$ cat src/spin_rx_pkg.sv
// Shared widths, types and encodings for the spin receive path
// Spin count and counter width are fixed for the whole design
// The buffer depth is the only module parameter

package spin_rx_pkg;

    localparam int unsigned NUM_SPIN   = 16;
    localparam int unsigned CNT_W      = 8;
    localparam int unsigned CFG_DATA_W = 16;

    // One bit per spin for data, masks and macro lines
    typedef logic [NUM_SPIN-1:0]   spin_vec_t;
    typedef logic [CNT_W-1:0]      cycle_cnt_t;
    typedef logic [CFG_DATA_W-1:0] cfg_data_t;

    // Config register map
    typedef enum logic [1:0] {
        CFG_WWL_STROBE = 2'd0,
        CFG_SPIN_MODE  = 2'd1,
        CFG_CYC_WRITE  = 2'd2,  // low CNT_W bits only
        CFG_CYC_CMPT   = 2'd3   // low CNT_W bits only
    } cfg_addr_e;

    typedef enum logic [1:0] {
        RX_IDLE  = 2'd0,
        RX_WRITE = 2'd1,
        // Word lines are down but compute is still timing
        RX_CMPT  = 2'd2
    } rx_state_e;

    typedef struct packed {
        spin_vec_t  wwl_strobe;
        spin_vec_t  spin_mode;
        cycle_cnt_t cyc_write;
        cycle_cnt_t cyc_cmpt;
    } rx_cfg_t;

endpackage
$ cat src/spin_rx_top.sv
`timescale 1ns/1ps
// Receive path of the spin accelerator, from digital pushes to analog macro lines
// BUF_DEPTH sets the spin buffer size and must be a power of two, at least 2

module spin_rx_top
    import spin_rx_pkg::*;
#(
    parameter int unsigned BUF_DEPTH = 4
) (
    input  logic      clk_i,
    input  logic      reset_i,
    input  logic      en_i,
    // Config port
    input  logic      cfg_write_i,
    input  cfg_addr_e cfg_addr_i,
    input  cfg_data_t cfg_wdata_i,
    output cfg_data_t cfg_rdata_o,
    output logic      cfg_err_o,
    // Digital core side
    input  logic      push_i,
    input  spin_vec_t push_spin_i,
    output logic      full_o,
    // Analog macro side
    input  logic      macro_idle_i,
    output spin_vec_t wbl_o,
    output spin_vec_t wwl_o,
    output spin_vec_t compute_en_o,
    output logic      cmpt_finish_o,
    output logic      rx_idle_o
);

    logic      pop_valid;
    logic      pop_ready;
    spin_vec_t pop_spin;
    rx_cfg_t   rx_cfg;

    spin_buffer #(
        .BUF_DEPTH (BUF_DEPTH)
    ) u_spin_buffer (
        .clk_i       (clk_i),
        .reset_i     (reset_i),
        .en_i        (en_i),
        .push_i      (push_i),
        .push_spin_i (push_spin_i),
        .full_o      (full_o),
        .pop_valid_o (pop_valid),
        .pop_ready_i (pop_ready),
        .pop_spin_o  (pop_spin),
        .level_o     ()
    );

    rx_config_regs u_rx_config_regs (
        .clk_i       (clk_i),
        .reset_i     (reset_i),
        .cfg_write_i (cfg_write_i),
        .cfg_addr_i  (cfg_addr_i),
        .cfg_wdata_i (cfg_wdata_i),
        .rx_idle_i   (rx_idle_o),
        .cfg_rdata_o (cfg_rdata_o),
        .cfg_err_o   (cfg_err_o),
        .cfg_o       (rx_cfg)
    );

    analog_rx u_analog_rx (
        .clk_i         (clk_i),
        .reset_i       (reset_i),
        .en_i          (en_i),
        .cfg_i         (rx_cfg),
        .pop_valid_i   (pop_valid),
        .pop_spin_i    (pop_spin),
        .pop_ready_o   (pop_ready),
        .macro_idle_i  (macro_idle_i),
        .wbl_o         (wbl_o),
        .wwl_o         (wwl_o),
        .compute_en_o  (compute_en_o),
        .rx_idle_o     (rx_idle_o),
        .cmpt_finish_o (cmpt_finish_o)
    );

endmodule

$ cat src/analog_rx.sv
`timescale 1ns/1ps
// Pops one spin vector per handshake and sequences the analog macro lines
// Both counts are timed from the handshake, keep cyc_cmpt >= cyc_write so that
// finish never rises while the word lines are still high
// en_i low drops the vector in flight and zeroes the macro outputs

module analog_rx
    import spin_rx_pkg::*;
(
    input  logic      clk_i,
    input  logic      reset_i,
    input  logic      en_i,
    input  rx_cfg_t   cfg_i,
    // Handshake with the spin buffer
    input  logic      pop_valid_i,
    input  spin_vec_t pop_spin_i,
    output logic      pop_ready_o,
    // Analog macro side
    input  logic      macro_idle_i,
    output spin_vec_t wbl_o,
    output spin_vec_t wwl_o,
    output spin_vec_t compute_en_o,
    output logic      rx_idle_o,
    output logic      cmpt_finish_o
);

    rx_state_e state_q;
    rx_state_e state_d;
    logic      pop_cond;
    logic      wwl_maxed;
    logic      cmpt_maxed;
    logic      cmpt_busy_q;
    logic      settle_q;
    logic      cmpt_step;

    assign pop_cond  = en_i & pop_valid_i & pop_ready_o;
    // Compute timing skips the first cycle after the handshake
    assign cmpt_step = cmpt_busy_q & ~settle_q;
    // Busy only while the word lines are up
    assign rx_idle_o = (state_q != RX_WRITE);

    always_comb begin
        state_d = state_q;
        case (state_q)
            RX_IDLE: begin
                if (pop_cond) begin
                    state_d = RX_WRITE;
                end
            end
            RX_WRITE: begin
                if (wwl_maxed) begin
                    // Compute may already be done for short compute counts
                    state_d = (cmpt_busy_q && !cmpt_maxed) ? RX_CMPT : RX_IDLE;
                end
            end
            RX_CMPT: begin
                if (cmpt_maxed) begin
                    state_d = RX_IDLE;
                end
            end
            default: state_d = RX_IDLE;
        endcase
        if (!en_i) begin
            state_d = RX_IDLE;
        end
    end

    always_ff @(posedge clk_i) begin
        if (reset_i) begin
            state_q     <= RX_IDLE;
            cmpt_busy_q <= 1'b0;
            settle_q    <= 1'b0;
        end else begin
            state_q  <= state_d;
            settle_q <= pop_cond;
            if (!en_i || cmpt_maxed) begin
                cmpt_busy_q <= 1'b0;
            end else if (pop_cond) begin
                cmpt_busy_q <= 1'b1;
            end
        end
    end

    // Back-pressure, ready comes back only when idle and the macro says so
    always_ff @(posedge clk_i) begin
        if (reset_i) begin
            pop_ready_o <= 1'b1;
        end else if (!en_i || pop_cond) begin
            pop_ready_o <= 1'b0;
        end else if (macro_idle_i && state_q == RX_IDLE) begin
            pop_ready_o <= 1'b1;
        end
    end

    // Bit lines hold the vector until the next handshake
    always_ff @(posedge clk_i) begin
        if (!en_i) begin
            wbl_o <= '0;
        end else if (pop_cond) begin
            wbl_o <= pop_spin_i;
        end
    end

    always_ff @(posedge clk_i) begin
        if (reset_i || !en_i) begin
            wwl_o        <= '0;
            compute_en_o <= '0;
        end else if (pop_cond) begin
            wwl_o        <= cfg_i.wwl_strobe;
            compute_en_o <= cfg_i.spin_mode;
        end else if (wwl_maxed) begin
            wwl_o        <= '0;
            compute_en_o <= '0;
        end
    end

    // Finish is a level, cleared by the next handshake
    always_ff @(posedge clk_i) begin
        if (reset_i || !en_i) begin
            cmpt_finish_o <= 1'b0;
        end else if (pop_cond) begin
            cmpt_finish_o <= 1'b0;
        end else if (cmpt_maxed) begin
            cmpt_finish_o <= 1'b1;
        end
    end

    step_counter u_wwl_counter (
        .clk_i   (clk_i),
        .reset_i (reset_i),
        .en_i    (en_i),
        .clear_i (pop_cond),
        .step_i  (state_q == RX_WRITE),
        .limit_i (cfg_i.cyc_write),
        .maxed_o (wwl_maxed)
    );

    step_counter u_cmpt_counter (
        .clk_i   (clk_i),
        .reset_i (reset_i),
        .en_i    (en_i),
        .clear_i (pop_cond),
        .step_i  (cmpt_step),
        .limit_i (cfg_i.cyc_cmpt),
        .maxed_o (cmpt_maxed)
    );

endmodule

$ cat src/spin_buffer.sv
`timescale 1ns/1ps
// Circular FIFO of spin vectors between the digital core and the analog RX
// BUF_DEPTH must be a power of two and at least 2
// A push while full is ignored
// Pushes are taken regardless of en_i, pops only while en_i is high

module spin_buffer
    import spin_rx_pkg::*;
#(
    parameter int unsigned BUF_DEPTH = 4
) (
    input  logic                         clk_i,
    input  logic                         reset_i,
    input  logic                         en_i,
    input  logic                         push_i,
    input  spin_vec_t                    push_spin_i,
    output logic                         full_o,
    output logic                         pop_valid_o,
    input  logic                         pop_ready_i,
    output spin_vec_t                    pop_spin_o,
    output logic [$clog2(BUF_DEPTH):0]   level_o
);

    localparam int unsigned PTR_W = $clog2(BUF_DEPTH);

    spin_vec_t        mem_q [BUF_DEPTH];
    logic [PTR_W-1:0] wr_ptr_q;
    logic [PTR_W-1:0] rd_ptr_q;
    logic [PTR_W:0]   level_q;
    logic             push_ok;
    logic             pop_ok;

    assign full_o      = (level_q == (PTR_W + 1)'(BUF_DEPTH));
    assign pop_valid_o = (level_q != '0);
    assign pop_spin_o  = mem_q[rd_ptr_q];
    assign level_o     = level_q;

    assign push_ok = push_i & ~full_o;
    assign pop_ok  = en_i & pop_valid_o & pop_ready_i;

    // Vector storage
    always_ff @(posedge clk_i) begin
        if (push_ok) begin
            mem_q[wr_ptr_q] <= push_spin_i;
        end
    end

    // Pointers wrap on their own with a power of two depth
    always_ff @(posedge clk_i) begin
        if (reset_i) begin
            wr_ptr_q <= '0;
            rd_ptr_q <= '0;
        end else begin
            if (push_ok) begin
                wr_ptr_q <= wr_ptr_q + 1'b1;
            end
            if (pop_ok) begin
                rd_ptr_q <= rd_ptr_q + 1'b1;
            end
        end
    end

    always_ff @(posedge clk_i) begin
        if (reset_i) begin
            level_q <= '0;
        end else begin
            case ({push_ok, pop_ok})
                2'b10:   level_q <= level_q + 1'b1;
                2'b01:   level_q <= level_q - 1'b1;
                default: level_q <= level_q;
            endcase
        end
    end

endmodule

$ cat src/rx_config_regs.sv
`timescale 1ns/1ps
// Config registers for the analog RX, written by a plain strobe plus address
// Writes are dropped while the RX holds its word lines, cfg_err_o flags them a cycle later
// Readback is combinational on cfg_addr_i

module rx_config_regs
    import spin_rx_pkg::*;
(
    input  logic      clk_i,
    input  logic      reset_i,
    input  logic      cfg_write_i,
    input  cfg_addr_e cfg_addr_i,
    input  cfg_data_t cfg_wdata_i,
    input  logic      rx_idle_i,
    output cfg_data_t cfg_rdata_o,
    output logic      cfg_err_o,
    output rx_cfg_t   cfg_o
);

    rx_cfg_t cfg_q;
    logic    write_ok;
    logic    write_blocked;

    assign write_ok      = cfg_write_i & rx_idle_i;
    assign write_blocked = cfg_write_i & ~rx_idle_i;
    assign cfg_o         = cfg_q;

    always_ff @(posedge clk_i) begin
        if (reset_i) begin
            cfg_q.wwl_strobe <= '0;
            cfg_q.spin_mode  <= '0;
            // Both counts must stay nonzero for the RX timing
            cfg_q.cyc_write  <= cycle_cnt_t'(1);
            cfg_q.cyc_cmpt   <= cycle_cnt_t'(1);
        end else if (write_ok) begin
            case (cfg_addr_i)
                CFG_WWL_STROBE: cfg_q.wwl_strobe <= cfg_wdata_i;
                CFG_SPIN_MODE:  cfg_q.spin_mode  <= cfg_wdata_i;
                CFG_CYC_WRITE:  cfg_q.cyc_write  <= cfg_wdata_i[CNT_W-1:0];
                CFG_CYC_CMPT:   cfg_q.cyc_cmpt   <= cfg_wdata_i[CNT_W-1:0];
                default: begin
                end
            endcase
        end
    end

    always_ff @(posedge clk_i) begin
        if (reset_i) begin
            cfg_err_o <= 1'b0;
        end else begin
            cfg_err_o <= write_blocked;
        end
    end

    // Readback, cycle fields zero extended to a full word
    always_comb begin
        case (cfg_addr_i)
            CFG_WWL_STROBE: cfg_rdata_o = cfg_q.wwl_strobe;
            CFG_SPIN_MODE:  cfg_rdata_o = cfg_q.spin_mode;
            CFG_CYC_WRITE:  cfg_rdata_o = cfg_data_t'(cfg_q.cyc_write);
            CFG_CYC_CMPT:   cfg_rdata_o = cfg_data_t'(cfg_q.cyc_cmpt);
            default:        cfg_rdata_o = '0;
        endcase
    end

endmodule

$ cat src/step_counter.sv
`timescale 1ns/1ps
// Cycle counter compared directly against a limit
// maxed_o pulses on the step that takes the count to limit_i, then the count holds
// limit_i is expected to be at least 1

module step_counter
    import spin_rx_pkg::*;
(
    input  logic       clk_i,
    input  logic       reset_i,
    input  logic       en_i,
    input  logic       clear_i,
    input  logic       step_i,
    input  cycle_cnt_t limit_i,
    output logic       maxed_o
);

    cycle_cnt_t count_q;
    cycle_cnt_t count_d;
    logic       stepping;
    logic       at_limit;

    assign count_d  = count_q + cycle_cnt_t'(1);
    assign stepping = en_i & step_i;
    assign at_limit = (count_q == limit_i);

    // Single pulse, the count no longer moves once at the limit
    assign maxed_o = stepping & ~at_limit & (count_d == limit_i);

    always_ff @(posedge clk_i) begin
        if (reset_i) begin
            count_q <= '0;
        end else if (clear_i) begin
            count_q <= '0;
        end else if (stepping && !at_limit) begin
            count_q <= count_d;
        end
    end

endmodule

$ cat config.mk
export PLATFORM = sky130hd
export DESIGN_NAME = spin_rx_top
export DESIGN_NICKNAME = d
export VERILOG_FILES = /design/src/spin_rx_pkg.sv /design/src/spin_rx_top.sv /design/src/analog_rx.sv /design/src/spin_buffer.sv /design/src/rx_config_regs.sv /design/src/step_counter.sv
export SDC_FILE = /design/constraint.sdc
export NUM_CORES = 1
export LEC_CHECK = 0
export BUFFER_PORTS_ARGS = -buffer_cell sky130_fd_sc_hd__buf_4
export CELL_PAD_IN_SITES_DETAIL_PLACEMENT = 0
export CELL_PAD_IN_SITES_GLOBAL_PLACEMENT = 2
export CORE_MARGIN = 4
export CORE_UTILIZATION = 38
export CTS_CLUSTER_DIAMETER = 30
export DETAILED_ROUTE_END_ITERATION = 8
export GPL_TIMING_DRIVEN = 0
export PLACE_DENSITY_LB_ADDON = 0.1
export SYNTH_ARGS = -nofsm -noshare
export SYNTH_HDL_FRONTEND = slang
export SYNTH_SLANG_ARGS = --single-unit
$ cat constraint.sdc
create_clock -name clk_i -period 3.1 [get_ports clk_i]
set_clock_uncertainty 0.2 [all_clocks]
set_input_delay 0.155 -clock clk_i [delete_from_list [all_inputs] [get_ports clk_i]]
set_output_delay 0.155 -clock clk_i [all_outputs]
set_load 0.01 [all_outputs]
---- Word level (Yosys, flattened, before mapping) ----
Memories as Yosys holds them, arrays and structs flattened. A register that Yosys moved wholly into a read port is not among the register bits.
Index checks and enable logic that the tools add are counted.
operators by class
  eq/ne operators ......................... 16
  bitwise logic cells ..................... 18
  multiplexer cells ....................... 14
  reduce and logical (&&, ||, !) cells .... 27
  add/sub/neg operators ................... 6
operators with widths
  operator             number
  $pmux 16 s4          1
  $mux 16              3
  $eq 8x8->1           4
  $add 8x1->8 const B  2
  $and 1x1->1          12
  $eq 2x2->1 const B   4
  $mux 2               4
  $ne 2x1->1 const B   4
  $reduce_and 2->1     4
  $reduce_or 2->1      4
  $eq 2x1->1 const B   3
  $not 1->1            6
  $pmux 2 s3           1
  $pmux 3 s2           1
  $reduce_bool 2->1    3
  $logic_not 1->1      5
  $add 2x1->2 const B  2
  $logic_and 1x1->1    4
  $logic_not 2->1      2
  $mux 1               4
  $add 3x1->3 const B  1
  $eq 3x3->1 const B   1
  $logic_or 1x1->1     3
  $reduce_and 3->1     1
  other kinds (2)      2
storage, ports and cells
  memories ................................ 1
  output and inout port bits .............. 68
  bits of input ports ..................... 40
  register bits ........................... 110
  logic and storage cells ................. 99
  memory bits (writable) .................. 64
memories
  memory               words  bits a word  read ports  clocked after memory_dff  wr ports  line               source
  u_spin_buffer.mem_q  4      16           1           1                         1         spin_buffer.sv:26  spin_vec_t mem_q [BUF_DEPTH];

---- Logic depth before layout (Yosys ltp) ----
Gate-level depths: netlist of run 1.
  word-level depth ........................ 10
  gate-level depth with buffers ........... 11
  gate-level depth less buffers ........... 10

---- By module ----
A second synthesis of run 1 with hierarchy kept.
second synthesis, totals
  cells, all modules ...................... 765
  area total of the unflattened synthesis .. 9278.9 um^2
by module, submodules not included
  module          seq. area each (um^2)  times used  cells each  area each (um^2)
  spin_buffer     2102.0                 1           137         2825.2
  analog_rx       1081.0                 1           249         2681.3
  rx_config_regs  980.9                  1           211         2341.0
  step_counter    160.2                  2           84          715.7

---- Worst setup path after synthesis of run 1 ----
No wires, ideal clock.
  kind .................................... register to register
  start point ............................. register u_spin_buffer.level_q[0], in the netlist u_spin_buffer.level_o[0]
  end point ............................... register u_spin_buffer.level_q[2], in the netlist u_spin_buffer.level_o[2]
  path slack .............................. 0.786 ns
  data arrival time ....................... 2.044 ns
  period minus slack after synthesis ...... 2.314 ns
  data required time ...................... 2.829 ns
  buffers on the path ..................... 1
  cell stages (with the launch flop) ...... 12
  library setup time ...................... 0.071 ns
  cell sequence ........................... dfxtp_1 > inv_1 > and3_1 > nor2b_1 > clkbuf_1 > inv_1 > ha_1 > inv_1 > fa_1 > xor2_1 > or3_1 > a21oi_1
on the way
  word-level cells in the longest chain between the ends .. 5
  elaborated cells on any way between the ends .. 12
  classes of those cells .................. add/sub (2); eq/ne (3); mux (1); bitwise (4); reduce/logical (2)
ends and longest elaborated chain
  item                                             line               source
  start, declared                                  spin_buffer.sv:29  logic [PTR_W:0] level_q;
  start signal, assigned                           spin_buffer.sv:68  2'b10: level_q <= level_q + 1'b1;
  start signal, assigned                           spin_buffer.sv:69  2'b01: level_q <= level_q - 1'b1;
  start signal, assigned                           spin_buffer.sv:70  default: level_q <= level_q;
  $eq 3x3->1 (*)                                   spin_buffer.sv:33  assign full_o = (level_q == (PTR_W + 1)'(BUF_DEPTH));
  via full_o                                       spin_rx_top.sv:22  output logic full_o,
  $not 1->1 (*)                                    spin_buffer.sv:38  assign push_ok = push_i & ~full_o;
  $and 1x1->1 (*)                                  spin_buffer.sv:38
  $eq 2x1->1 or $eq 2x2->1 (tied branches)         spin_buffer.sv:67  case ({push_ok, pop_ok})
  $pmux 3 s2 or $reduce_bool 2->1 (tied branches)  n/a
Mark *: on every way through the listed nets, which the timed path passes. The rest lies on a longest branch.
A chain may end at the register's enable or synchronous reset.

---- Worst setup path in the final report of run 1 ----
  start point ............................. input cfg_addr_i[0]
  end point ............................... output cfg_rdata_o[6]
on the way
  word-level cells in the longest chain between the ends .. 2
  elaborated cells on any way between the ends .. 5
  classes of those cells .................. eq/ne (3); mux (1); reduce/logical (1)
ends and longest elaborated chain
  item                                      line                  source
  start, declared                           spin_rx_top.sv:15     input cfg_addr_e cfg_addr_i,
  $eq 2x2->1, or another cell as far along  rx_config_regs.sv:57  case (cfg_addr_i)
  $pmux 16 s4 (*)                           rx_config_regs.sv:57
  end, declared                             spin_rx_top.sv:17     output cfg_data_t cfg_rdata_o,
Every way passes the cells marked *; elsewhere a longest branch is shown, timed or not.

==> results.txt, run 1 <==
----------------------------------------------------
[Power and ir drop]
  Power density cells ... 632.2 nW/µm²
  Total power consumption of the routed design ... 6.225 mW
  Worst vdd ir ... 0.3935 mV
  Cell internal pwr ... 4.390 mW
  Part of the power in combinational logic ... 19.1%
  Fraction of power consumed by the clock network ... 34.1%
  Part of the power in registers ... 46.9%
  Reported leakage power ... 3.945 nW
  Switch share ... 29.48%
  Total net switching power ... 1.835 mW

[Run status]
  Result of the run ... completed

[CTS]
  Clock tree from TritonCTS ... yes
  Register clock-pin slew on the reported worst setup and hold paths ... 0.07 ns
  Clock Latency Late Sink ... 0.43 ns
  H-tree depth ... 4
  Num CTS Buffers ... 17
  Root buffer cell ... sky130_fd_sc_hd__clkbuf_16
  Number of gates resized after CTS ... 0
  Clock Tree Buf Depth ... 2
  Clock tree sinks ... 190

[Timing]
  Slew Viols, Final ... 0
  Post-route fraction of the period consumed by the critical path ... 91.75%
  Fmax ... 351.6 MHz
  Slew at the pin with the worst max-slew slack ... 1.162 ns
  Final critical delay including setup and external delays ... 2.844 ns
  Final Hold Violating Endpoints ... 0
  Headroom to the max-slew limit ... 21.84%
  Setup repair after global routing missed its margin ... no
  Setup tns final ... 0 ns
  Setup violation total in the final timing report ... 0

[Final layout]
  Layout overhead on the synthesized area ... 26.21%
  Fill cells ... 1824
  Final Net Count ... 863
  Inserted Diodes ... 0
  Highest-count cells in the layout ignoring fill and taps ... sky130_fd_sc_hd__dfxtp_1, sky130_fd_sc_hd__buf_4, sky130_fd_sc_hd__nand2_1, sky130_fd_sc_hd__nor2_1, sky130_fd_sc_hd__edfxtp_1
  Multi-input gate area in the final layout ... 3126 µm²
  Most common cell after layout, fill and taps aside ... sky130_fd_sc_hd__dfxtp_1
  Sequential cell area in the final layout ... 4444 µm²
  Share of post-route cells with drive strength above 1 ... 25.72%

[Routing]
  Initial DRC count ... 196
  Final routed wirelength across all metal layers ... 19.52 mm
  Post-DRT Antenna Nets ... 0
  DRC violations left ... 0
  Total number of vias ... 5504
  Per-cell routed wire length ... 17.78 µm
  Via-per-instance ratio ... 5.013
  Number of iterations in the first detailed-routing pass ... 4

[Synthesis]
  Synth Area in XOR/XNOR ... 4.603%
  Sequential cell area fraction in the yosys report ... 56.97%
  Average size of a mapped cell ... 11.91 µm²
  Async set or reset register ratio after synthesis ... 0%
  Adder-cell share of the synthesized area ... 1.379%
  Post-Syn Instances ... 655
  Fraction of the mapped netlist area in simple logic gates ... 12.01%
  Fraction of synthesized area in multiplexers ... 12.72%
  Area of the mapped netlist ... 7801 µm²
  Number of enable flip-flop cells after synthesis ... 64
  Main combinational cell family by area after synthesis ... multiplexers
  Yosys synthesis warning count ... 0
  Most used DFF post-synth ... sky130_fd_sc_hd__dfxtp_1
  Register bit total from synthesis ... 190
  Net Count, Synth ... 703
  Post-synth cell types ... 49
  Complex-gate fraction of the synthesized area ... 9.350%

[Die]
  Chip height ... 151.3 µm
  Rows ... 52
  Die span in x ... 151.3 µm
  Overall die area ... 22890 µm²
  I/O pin cnt ... 108
  Initial Util ... 38.55%
  Core outline area ... 20230 µm²

[Worst setup path]
  Capture point of the worst reg-to-reg path ... u_analog_rx.compute_en_o[11]
  Nature of the critical path startpoint ... input pin
  Crit path DAT ... 2.49 ns
  Cell depth of the worst flop-to-flop path ... 8
  Cell with the biggest individual delay on the critical path ... sky130_fd_sc_hd__mux4_2
  CP Capture Type ... primary output
  Register-to-register setup slack ... 0.47 ns
  Worst R2R Start ... u_analog_rx.u_wwl_counter.count_q[0]
  Most frequent cell on the critical path ... sky130_fd_sc_hd__buf_4
  Largest fanout on the critical path ... 10
  Req. time, crit path ... 2.74 ns
  Delay of the slowest cell on the worst path ... 0.58 ns
  Worst path cell trace ... dlygate4sd3_1, buf_4, buf_1, buf_2, mux4_2, buf_4
  Critical path type ... in2out

[Global route]
  Largest net degree at the start of global routing ... 20
  Wire length of the first global-routing pass ... 30.73 mm
  Via count of the first global-routing pass ... 5564
  Total track usage ... 17.78%
  Total congestion overflow ... 0
  Initial antenna violation count ... 0

[Worst hold path]
  Worst hold path stage count ... 4
  Hold EP ... u_analog_rx.pop_ready_o
  Origin of the worst min-delay path ... macro_idle_i
  Path class of the lowest-slack min-delay path ... in2reg

[Place]
  Number of buffers added on ports ... 106
  HPWL reported at the end of detailed placement ... 14.11 mm
  Final weighted congestion of routability-driven global placement ... 0.8017

[Run]
  Number of maximum-capacitance constraint violations ... 0

----------------------------------------------------
timing repair:
action	4_1_cts	5_1_grt
hold buffers	35	0
endpoints found under the hold margin	113	0
setup buffers	0	0
worst max path at each step:
| stage | start | end | slack [ns] | depth (start not counted) |
|---|---|---|---|---|
| 2_1_floorplan | u_spin_buffer.level_o[0] | u_spin_buffer.level_o[2] | 0.79 | 11 |
| 3_3_place_gp | u_spin_buffer.level_o[2] | u_analog_rx.wwl_o[10] | 0.43 | 4 |
| 3_5_place_dp | u_spin_buffer.level_o[2] | u_analog_rx.wwl_o[15] | 0.43 | 4 |
| 4_1_cts | cfg_addr_i[0] | cfg_rdata_o[6] | 0.19 | 6 |
| 5_1_grt | cfg_addr_i[0] | cfg_rdata_o[6] | 0.08 | 6 |
| 6_report | cfg_addr_i[0] | cfg_rdata_o[6] | 0.26 | 6 |
Yosys cell counts (3+ instances only):
library cell / instances / area share, %
sky130_fd_sc_hd__xnor2_1: 22 / 2.5
sky130_fd_sc_hd__xor2_1: 19 / 2.1
sky130_fd_sc_hd__or3_1: 6 / 0.48
sky130_fd_sc_hd__nor3_1: 6 / 0.38
sky130_fd_sc_hd__edfxtp_1: 64 / 25
sky130_fd_sc_hd__clkbuf_1: 28 / 1.3
sky130_fd_sc_hd__nor2_1: 66 / 3.2
sky130_fd_sc_hd__nor2b_1: 5 / 0.40
sky130_fd_sc_hd__ha_1: 7 / 1.1
sky130_fd_sc_hd__inv_1: 11 / 0.53
sky130_fd_sc_hd__mux2i_1: 44 / 5.6
sky130_fd_sc_hd__o21ai_0: 11 / 0.71
sky130_fd_sc_hd__buf_2: 8 / 0.51
sky130_fd_sc_hd__dfxtp_1: 126 / 32
sky130_fd_sc_hd__a21boi_0: 16 / 1.5
sky130_fd_sc_hd__buf_1: 3 / 0.14
sky130_fd_sc_hd__a32o_2: 31 / 4.5
sky130_fd_sc_hd__mux4_2: 24 / 6.9
sky130_fd_sc_hd__a21oi_1: 23 / 1.5
sky130_fd_sc_hd__nand3_1: 5 / 0.32
sky130_fd_sc_hd__buf_6: 3 / 0.43
sky130_fd_sc_hd__and2_1: 6 / 0.48
sky130_fd_sc_hd__nand3_2: 3 / 0.38
sky130_fd_sc_hd__nand4_1: 7 / 0.56
sky130_fd_sc_hd__nand2_1: 83 / 4.0
metal layers:
metal  track usage, %  vias up  share of wire (%)
li1                 -     2681                  -
met5                0        -                  0
met2            30.36      111                 51
met1            22.76     2692                 44
met4            5.349        0                1.4
met3            3.621       20                3.8
sequential cells by signal (all words and copies together) (netlist names):
signal and cells:
u_analog_rx.wwl_o 16, u_analog_rx.cmpt_finish_o 1, u_analog_rx.wbl_o 16, u_spin_buffer.rd_ptr_q 2, u_analog_rx.pop_ready_o 1, u_spin_buffer.wr_ptr_q 2
u_analog_rx.compute_en_o 16, u_analog_rx.state_q 2, u_spin_buffer.mem_q 64, u_rx_config_regs.cfg_o 48, u_rx_config_regs.cfg_err_o 1, u_analog_rx.settle_q 1
u_analog_rx.u_cmpt_counter.count_q 8, u_analog_rx.cmpt_busy_q 1, u_spin_buffer.level_o 3, u_analog_rx.u_wwl_counter.count_q 8
critical path, delay by kind of cell:
kind                   cells  cell delay [ns]
muxes                      1             0.58
buffers and inverters      5             1.75
area by class of cell:
type                            count  area share [%]
Clock inverter                     14           1.334
Sequential cell                   190           45.14
Buffer                             42           1.932
Inverter                           11          0.4194
Timing Repair Buffer              141           11.64
Multi-Input combinational cell    412           31.74
Clock buffer                       18           4.359
Tap cell                          270           3.431
cells by family after synthesis:
group | after synthesis
flops | 190
buf+inv | 53
compound gates | 91
fa+ha+maj | 8
xor+xnor | 41
simple gates | 203
mux | 69
through the flow:
step                instances  setup slack, ns  util [%]  area, µm²  hold WS, ns
detailed placement       1031           0.4340     44.16       8935       0.1575
CTS                      1098           0.1928     48.66       9846      0.01868
global placement         1031           0.4295     44.16       8935       0.1529
finish                   1098           0.2557     48.66       9846      0.03189
floorplan                 655           0.7857         -       7801      0.05387
global route             1098          0.08126     48.66       9846      0.04735
power by group through the flow:
stage          Sequential, mW  Clock (mW)  Combinational, mW
3_3_place_gp             2.97           0               1.16
5_1_grt                  2.94        2.29               1.34
2_1_floorplan            2.98           0              0.707
3_5_place_dp             2.98           0               1.18
6_report                 2.92        2.12               1.19
4_1_cts                  2.92        2.18               1.22
No activity file was read; power rests on OpenSTA's default activity.
==> run 2, diff against run 1 <==
--- a/config.mk
+++ b/config.mk
@@ -13,7 +13,7 @@
 export CTS_CLUSTER_DIAMETER = 30
 export DETAILED_ROUTE_END_ITERATION = 8
 export GPL_TIMING_DRIVEN = 0
-export PLACE_DENSITY_LB_ADDON = 0.1
+export PLACE_DENSITY = 0.83
 export SYNTH_ARGS = -nofsm -noshare
 export SYNTH_HDL_FRONTEND = slang
 export SYNTH_SLANG_ARGS = --single-unit
==> run 2 against run 1 <==
Maximum frequency shrank 1.3%. Non-clock buffer count is the same. Register-to-register slack got worse by 0.04 ns. Sequential power hardly changed. Critical path type unchanged. Clock power rose by 7%. Hold slack worse by 0.011 ns.
==> results.txt, run 2 (synthesized netlist as in run 1, its figures left out) <==
----------------------------------------------------
[Final layout]
  Most common cell after layout, fill and taps aside ... sky130_fd_sc_hd__dfxtp_1 (unchanged)
  Final Net Count ... 863 (unchanged)
  Highest-count cells in the layout ignoring fill and taps ... sky130_fd_sc_hd__dfxtp_1, sky130_fd_sc_hd__buf_4, sky130_fd_sc_hd__nand2_1, sky130_fd_sc_hd__nor2_1, sky130_fd_sc_hd__edfxtp_1 (unchanged)
  Largest register by flop count ... u_spin_buffer.mem_q (unchanged)
  Core utilization of the finished layout ... 48.97% (was 48.66%)
  Share of post-route cells with drive strength above 1 ... 25.97% (was 25.72%)
  Layout overhead on the synthesized area ... 27.01% (was 26.21%)
  Inserted Diodes ... 0 (unchanged)
  Final cell count without fillers ... 1098 (unchanged)
  Flip-flop count of the largest register, all copies and words added ... 64 (unchanged)

[Die]
  Overall die area ... 22890 µm² (unchanged)
  Chip height ... 151.3 µm (unchanged)
  Core outline area ... 20230 µm² (unchanged)
  I/O pin cnt ... 108 (unchanged)
  Initial Util ... 38.55% (unchanged)
  Rows ... 52 (unchanged)
  Die span in x ... 151.3 µm (unchanged)

[Run]
  Number of maximum-capacitance constraint violations ... 0 (unchanged)

[Worst setup path]
  Nature of the critical path startpoint ... input pin (unchanged)
  Crit path DAT ... 2.53 ns (was 2.49 ns)
  Largest fanout on the critical path ... 10 (unchanged)
  Critical path type ... in2out (unchanged)
  Register-to-register setup slack ... 0.43 ns (was 0.47 ns)
  CP Capture Type ... primary output (unchanged)
  Req. time, crit path ... 2.74 ns (about the same)

[Place]
  HPWL reported at the end of detailed placement ... 13.94 mm (was 14.11 mm)
  Number of buffers added on ports ... 106 (unchanged)
  Cells after DPL ... 1031 (unchanged)
  Final weighted congestion of routability-driven global placement ... 0.8715 (was 0.8017)

[Routing]
  DRC violations left ... 0 (unchanged)
  Per-cell routed wire length ... 17.35 µm (was 17.78 µm)
  Number of iterations in the first detailed-routing pass ... 6 (was 4)
  Final routed wirelength across all metal layers ... 19.05 mm (was 19.52 mm)
  Total number of vias ... 5489 (was 5504)
  Via-per-instance ratio ... 4.999 (was 5.013)
  Post-DRT Antenna Nets ... 0 (unchanged)
  Initial DRC count ... 187 (was 196)

[Timing]
  Worst hold slack after final layout ... 0.02092 ns (was 0.03189 ns)
  Slew Viols, Final ... 0 (unchanged)
  Headroom to the max-slew limit ... 19.76% (was 21.84%)
  Final Hold Violating Endpoints ... 0 (unchanged)
  Final critical delay including setup and external delays ... 2.881 ns (was 2.844 ns)
  Setup violation total in the final timing report ... 0 (unchanged)
  Setup repair after global routing missed its margin ... no (unchanged)
  Setup tns final ... 0 ns (unchanged)
  Slew at the pin with the worst max-slew slack ... 1.193 ns (was 1.162 ns)
  Fmax ... 347.1 MHz (was 351.6 MHz)
  Post-route fraction of the period consumed by the critical path ... 92.94% (was 91.75%)

[CTS]
  Register clock-pin slew on the reported worst setup and hold paths ... 0.07 ns (about the same)
  H-tree depth ... 4 (unchanged)
  Clock tree sinks ... 190 (unchanged)
  Clock Tree Buf Depth ... 2 (unchanged)
  Hold buffers post-CTS ... 35 (unchanged)
  Root buffer cell ... sky130_fd_sc_hd__clkbuf_16 (unchanged)
  Clock Latency Late Sink ... 0.43 ns (about the same)
  Number of gates resized after CTS ... 0 (unchanged)
  Clock tree from TritonCTS ... yes (unchanged)
  Setup fix buffers added after clock tree synthesis ... 0 (unchanged)
  Num CTS Buffers ... 17 (unchanged)

[Power and ir drop]
  Worst vdd ir ... 0.5288 mV (was 0.3935 mV)
  Power density cells ... 642.2 nW/µm² (was 632.2 nW/µm²)
  Total power consumption of the routed design ... 6.363 mW (was 6.225 mW)
  Reported leakage power ... 3.974 nW (was 3.945 nW)

[Global route]
  Total track usage ... 16.93% (was 17.78%)
  Wire length of the first global-routing pass ... 29.68 mm (was 30.73 mm)
  Largest net degree at the start of global routing ... 22 (was 20)
  Total congestion overflow ... 0 (unchanged)
  Via count of the first global-routing pass ... 5403 (was 5564)
  Initial antenna violation count ... 0 (unchanged)

[Worst hold path]
  Path class of the lowest-slack min-delay path ... in2reg (unchanged)

[Run status]
  Result of the run ... completed (unchanged)

----------------------------------------------------
-- run 2: path summary, 6_finish.rpt --
kind / from / end / depth (start not counted)
max reg2reg: u_analog_rx.u_wwl_counter.count_q[0] / u_analog_rx.compute_en_o[10] / 8
min: macro_idle_i / u_analog_rx.pop_ready_o / 4
min reg2reg: u_analog_rx.wbl_o[10] / u_analog_rx.wbl_o[10] / 2
max: cfg_addr_i[0] / cfg_rdata_o[7] / 6
-- run 2: final cells by class --
cell class	instances	area, µm²
Multi-Input combinational cell	412	3126
Inverter	11	41.29
Clock buffer	17	425.4
Fill cell	1786	10330
Tap cell	270	337.8
Timing Repair Buffer	141	1146
Clock inverter	15	197.7
Buffer	42	190.2
Sequential cell	190	4444
-- run 2: critical path, cell delays in order --
cell and delay (ns):
sky130_fd_sc_hd__dlygate4sd3_1 0.53, sky130_fd_sc_hd__buf_4 0.12, sky130_fd_sc_hd__buf_1 0.49, sky130_fd_sc_hd__buf_2 0.45, sky130_fd_sc_hd__mux4_2 0.60, sky130_fd_sc_hd__buf_4 0.17
-- run 2: report_power, final --
group	switching (mW)	internal (mW)
sequential	0.130	2.80
clock	1.08	1.18
combinational	0.658	0.519
total	1.87	4.50
-- run 2: metal layers --
| layer | track usage [%] | vias to the layer above | share of wire (%) |
|---|---|---|---|
| met4 | 4.034 | 0 | 1.3 |
| met3 | 3.950 | 16 | 4.4 |
| met1 | 22.52 | 2685 | 45 |
| met5 | 0 | - | 0 |
| met2 | 28.07 | 112 | 49 |
| li1 | - | 2676 | - |
-- run 2: metrics by stage --
step	setup slack, ns	cell area [µm²]
2_1_floorplan	0.7857	7801
3_3_place_gp	0.4666	8935
3_5_place_dp	0.4301	8935
4_1_cts	0.1971	9908
5_1_grt	0.06259	9908
6_report	0.2189	9908
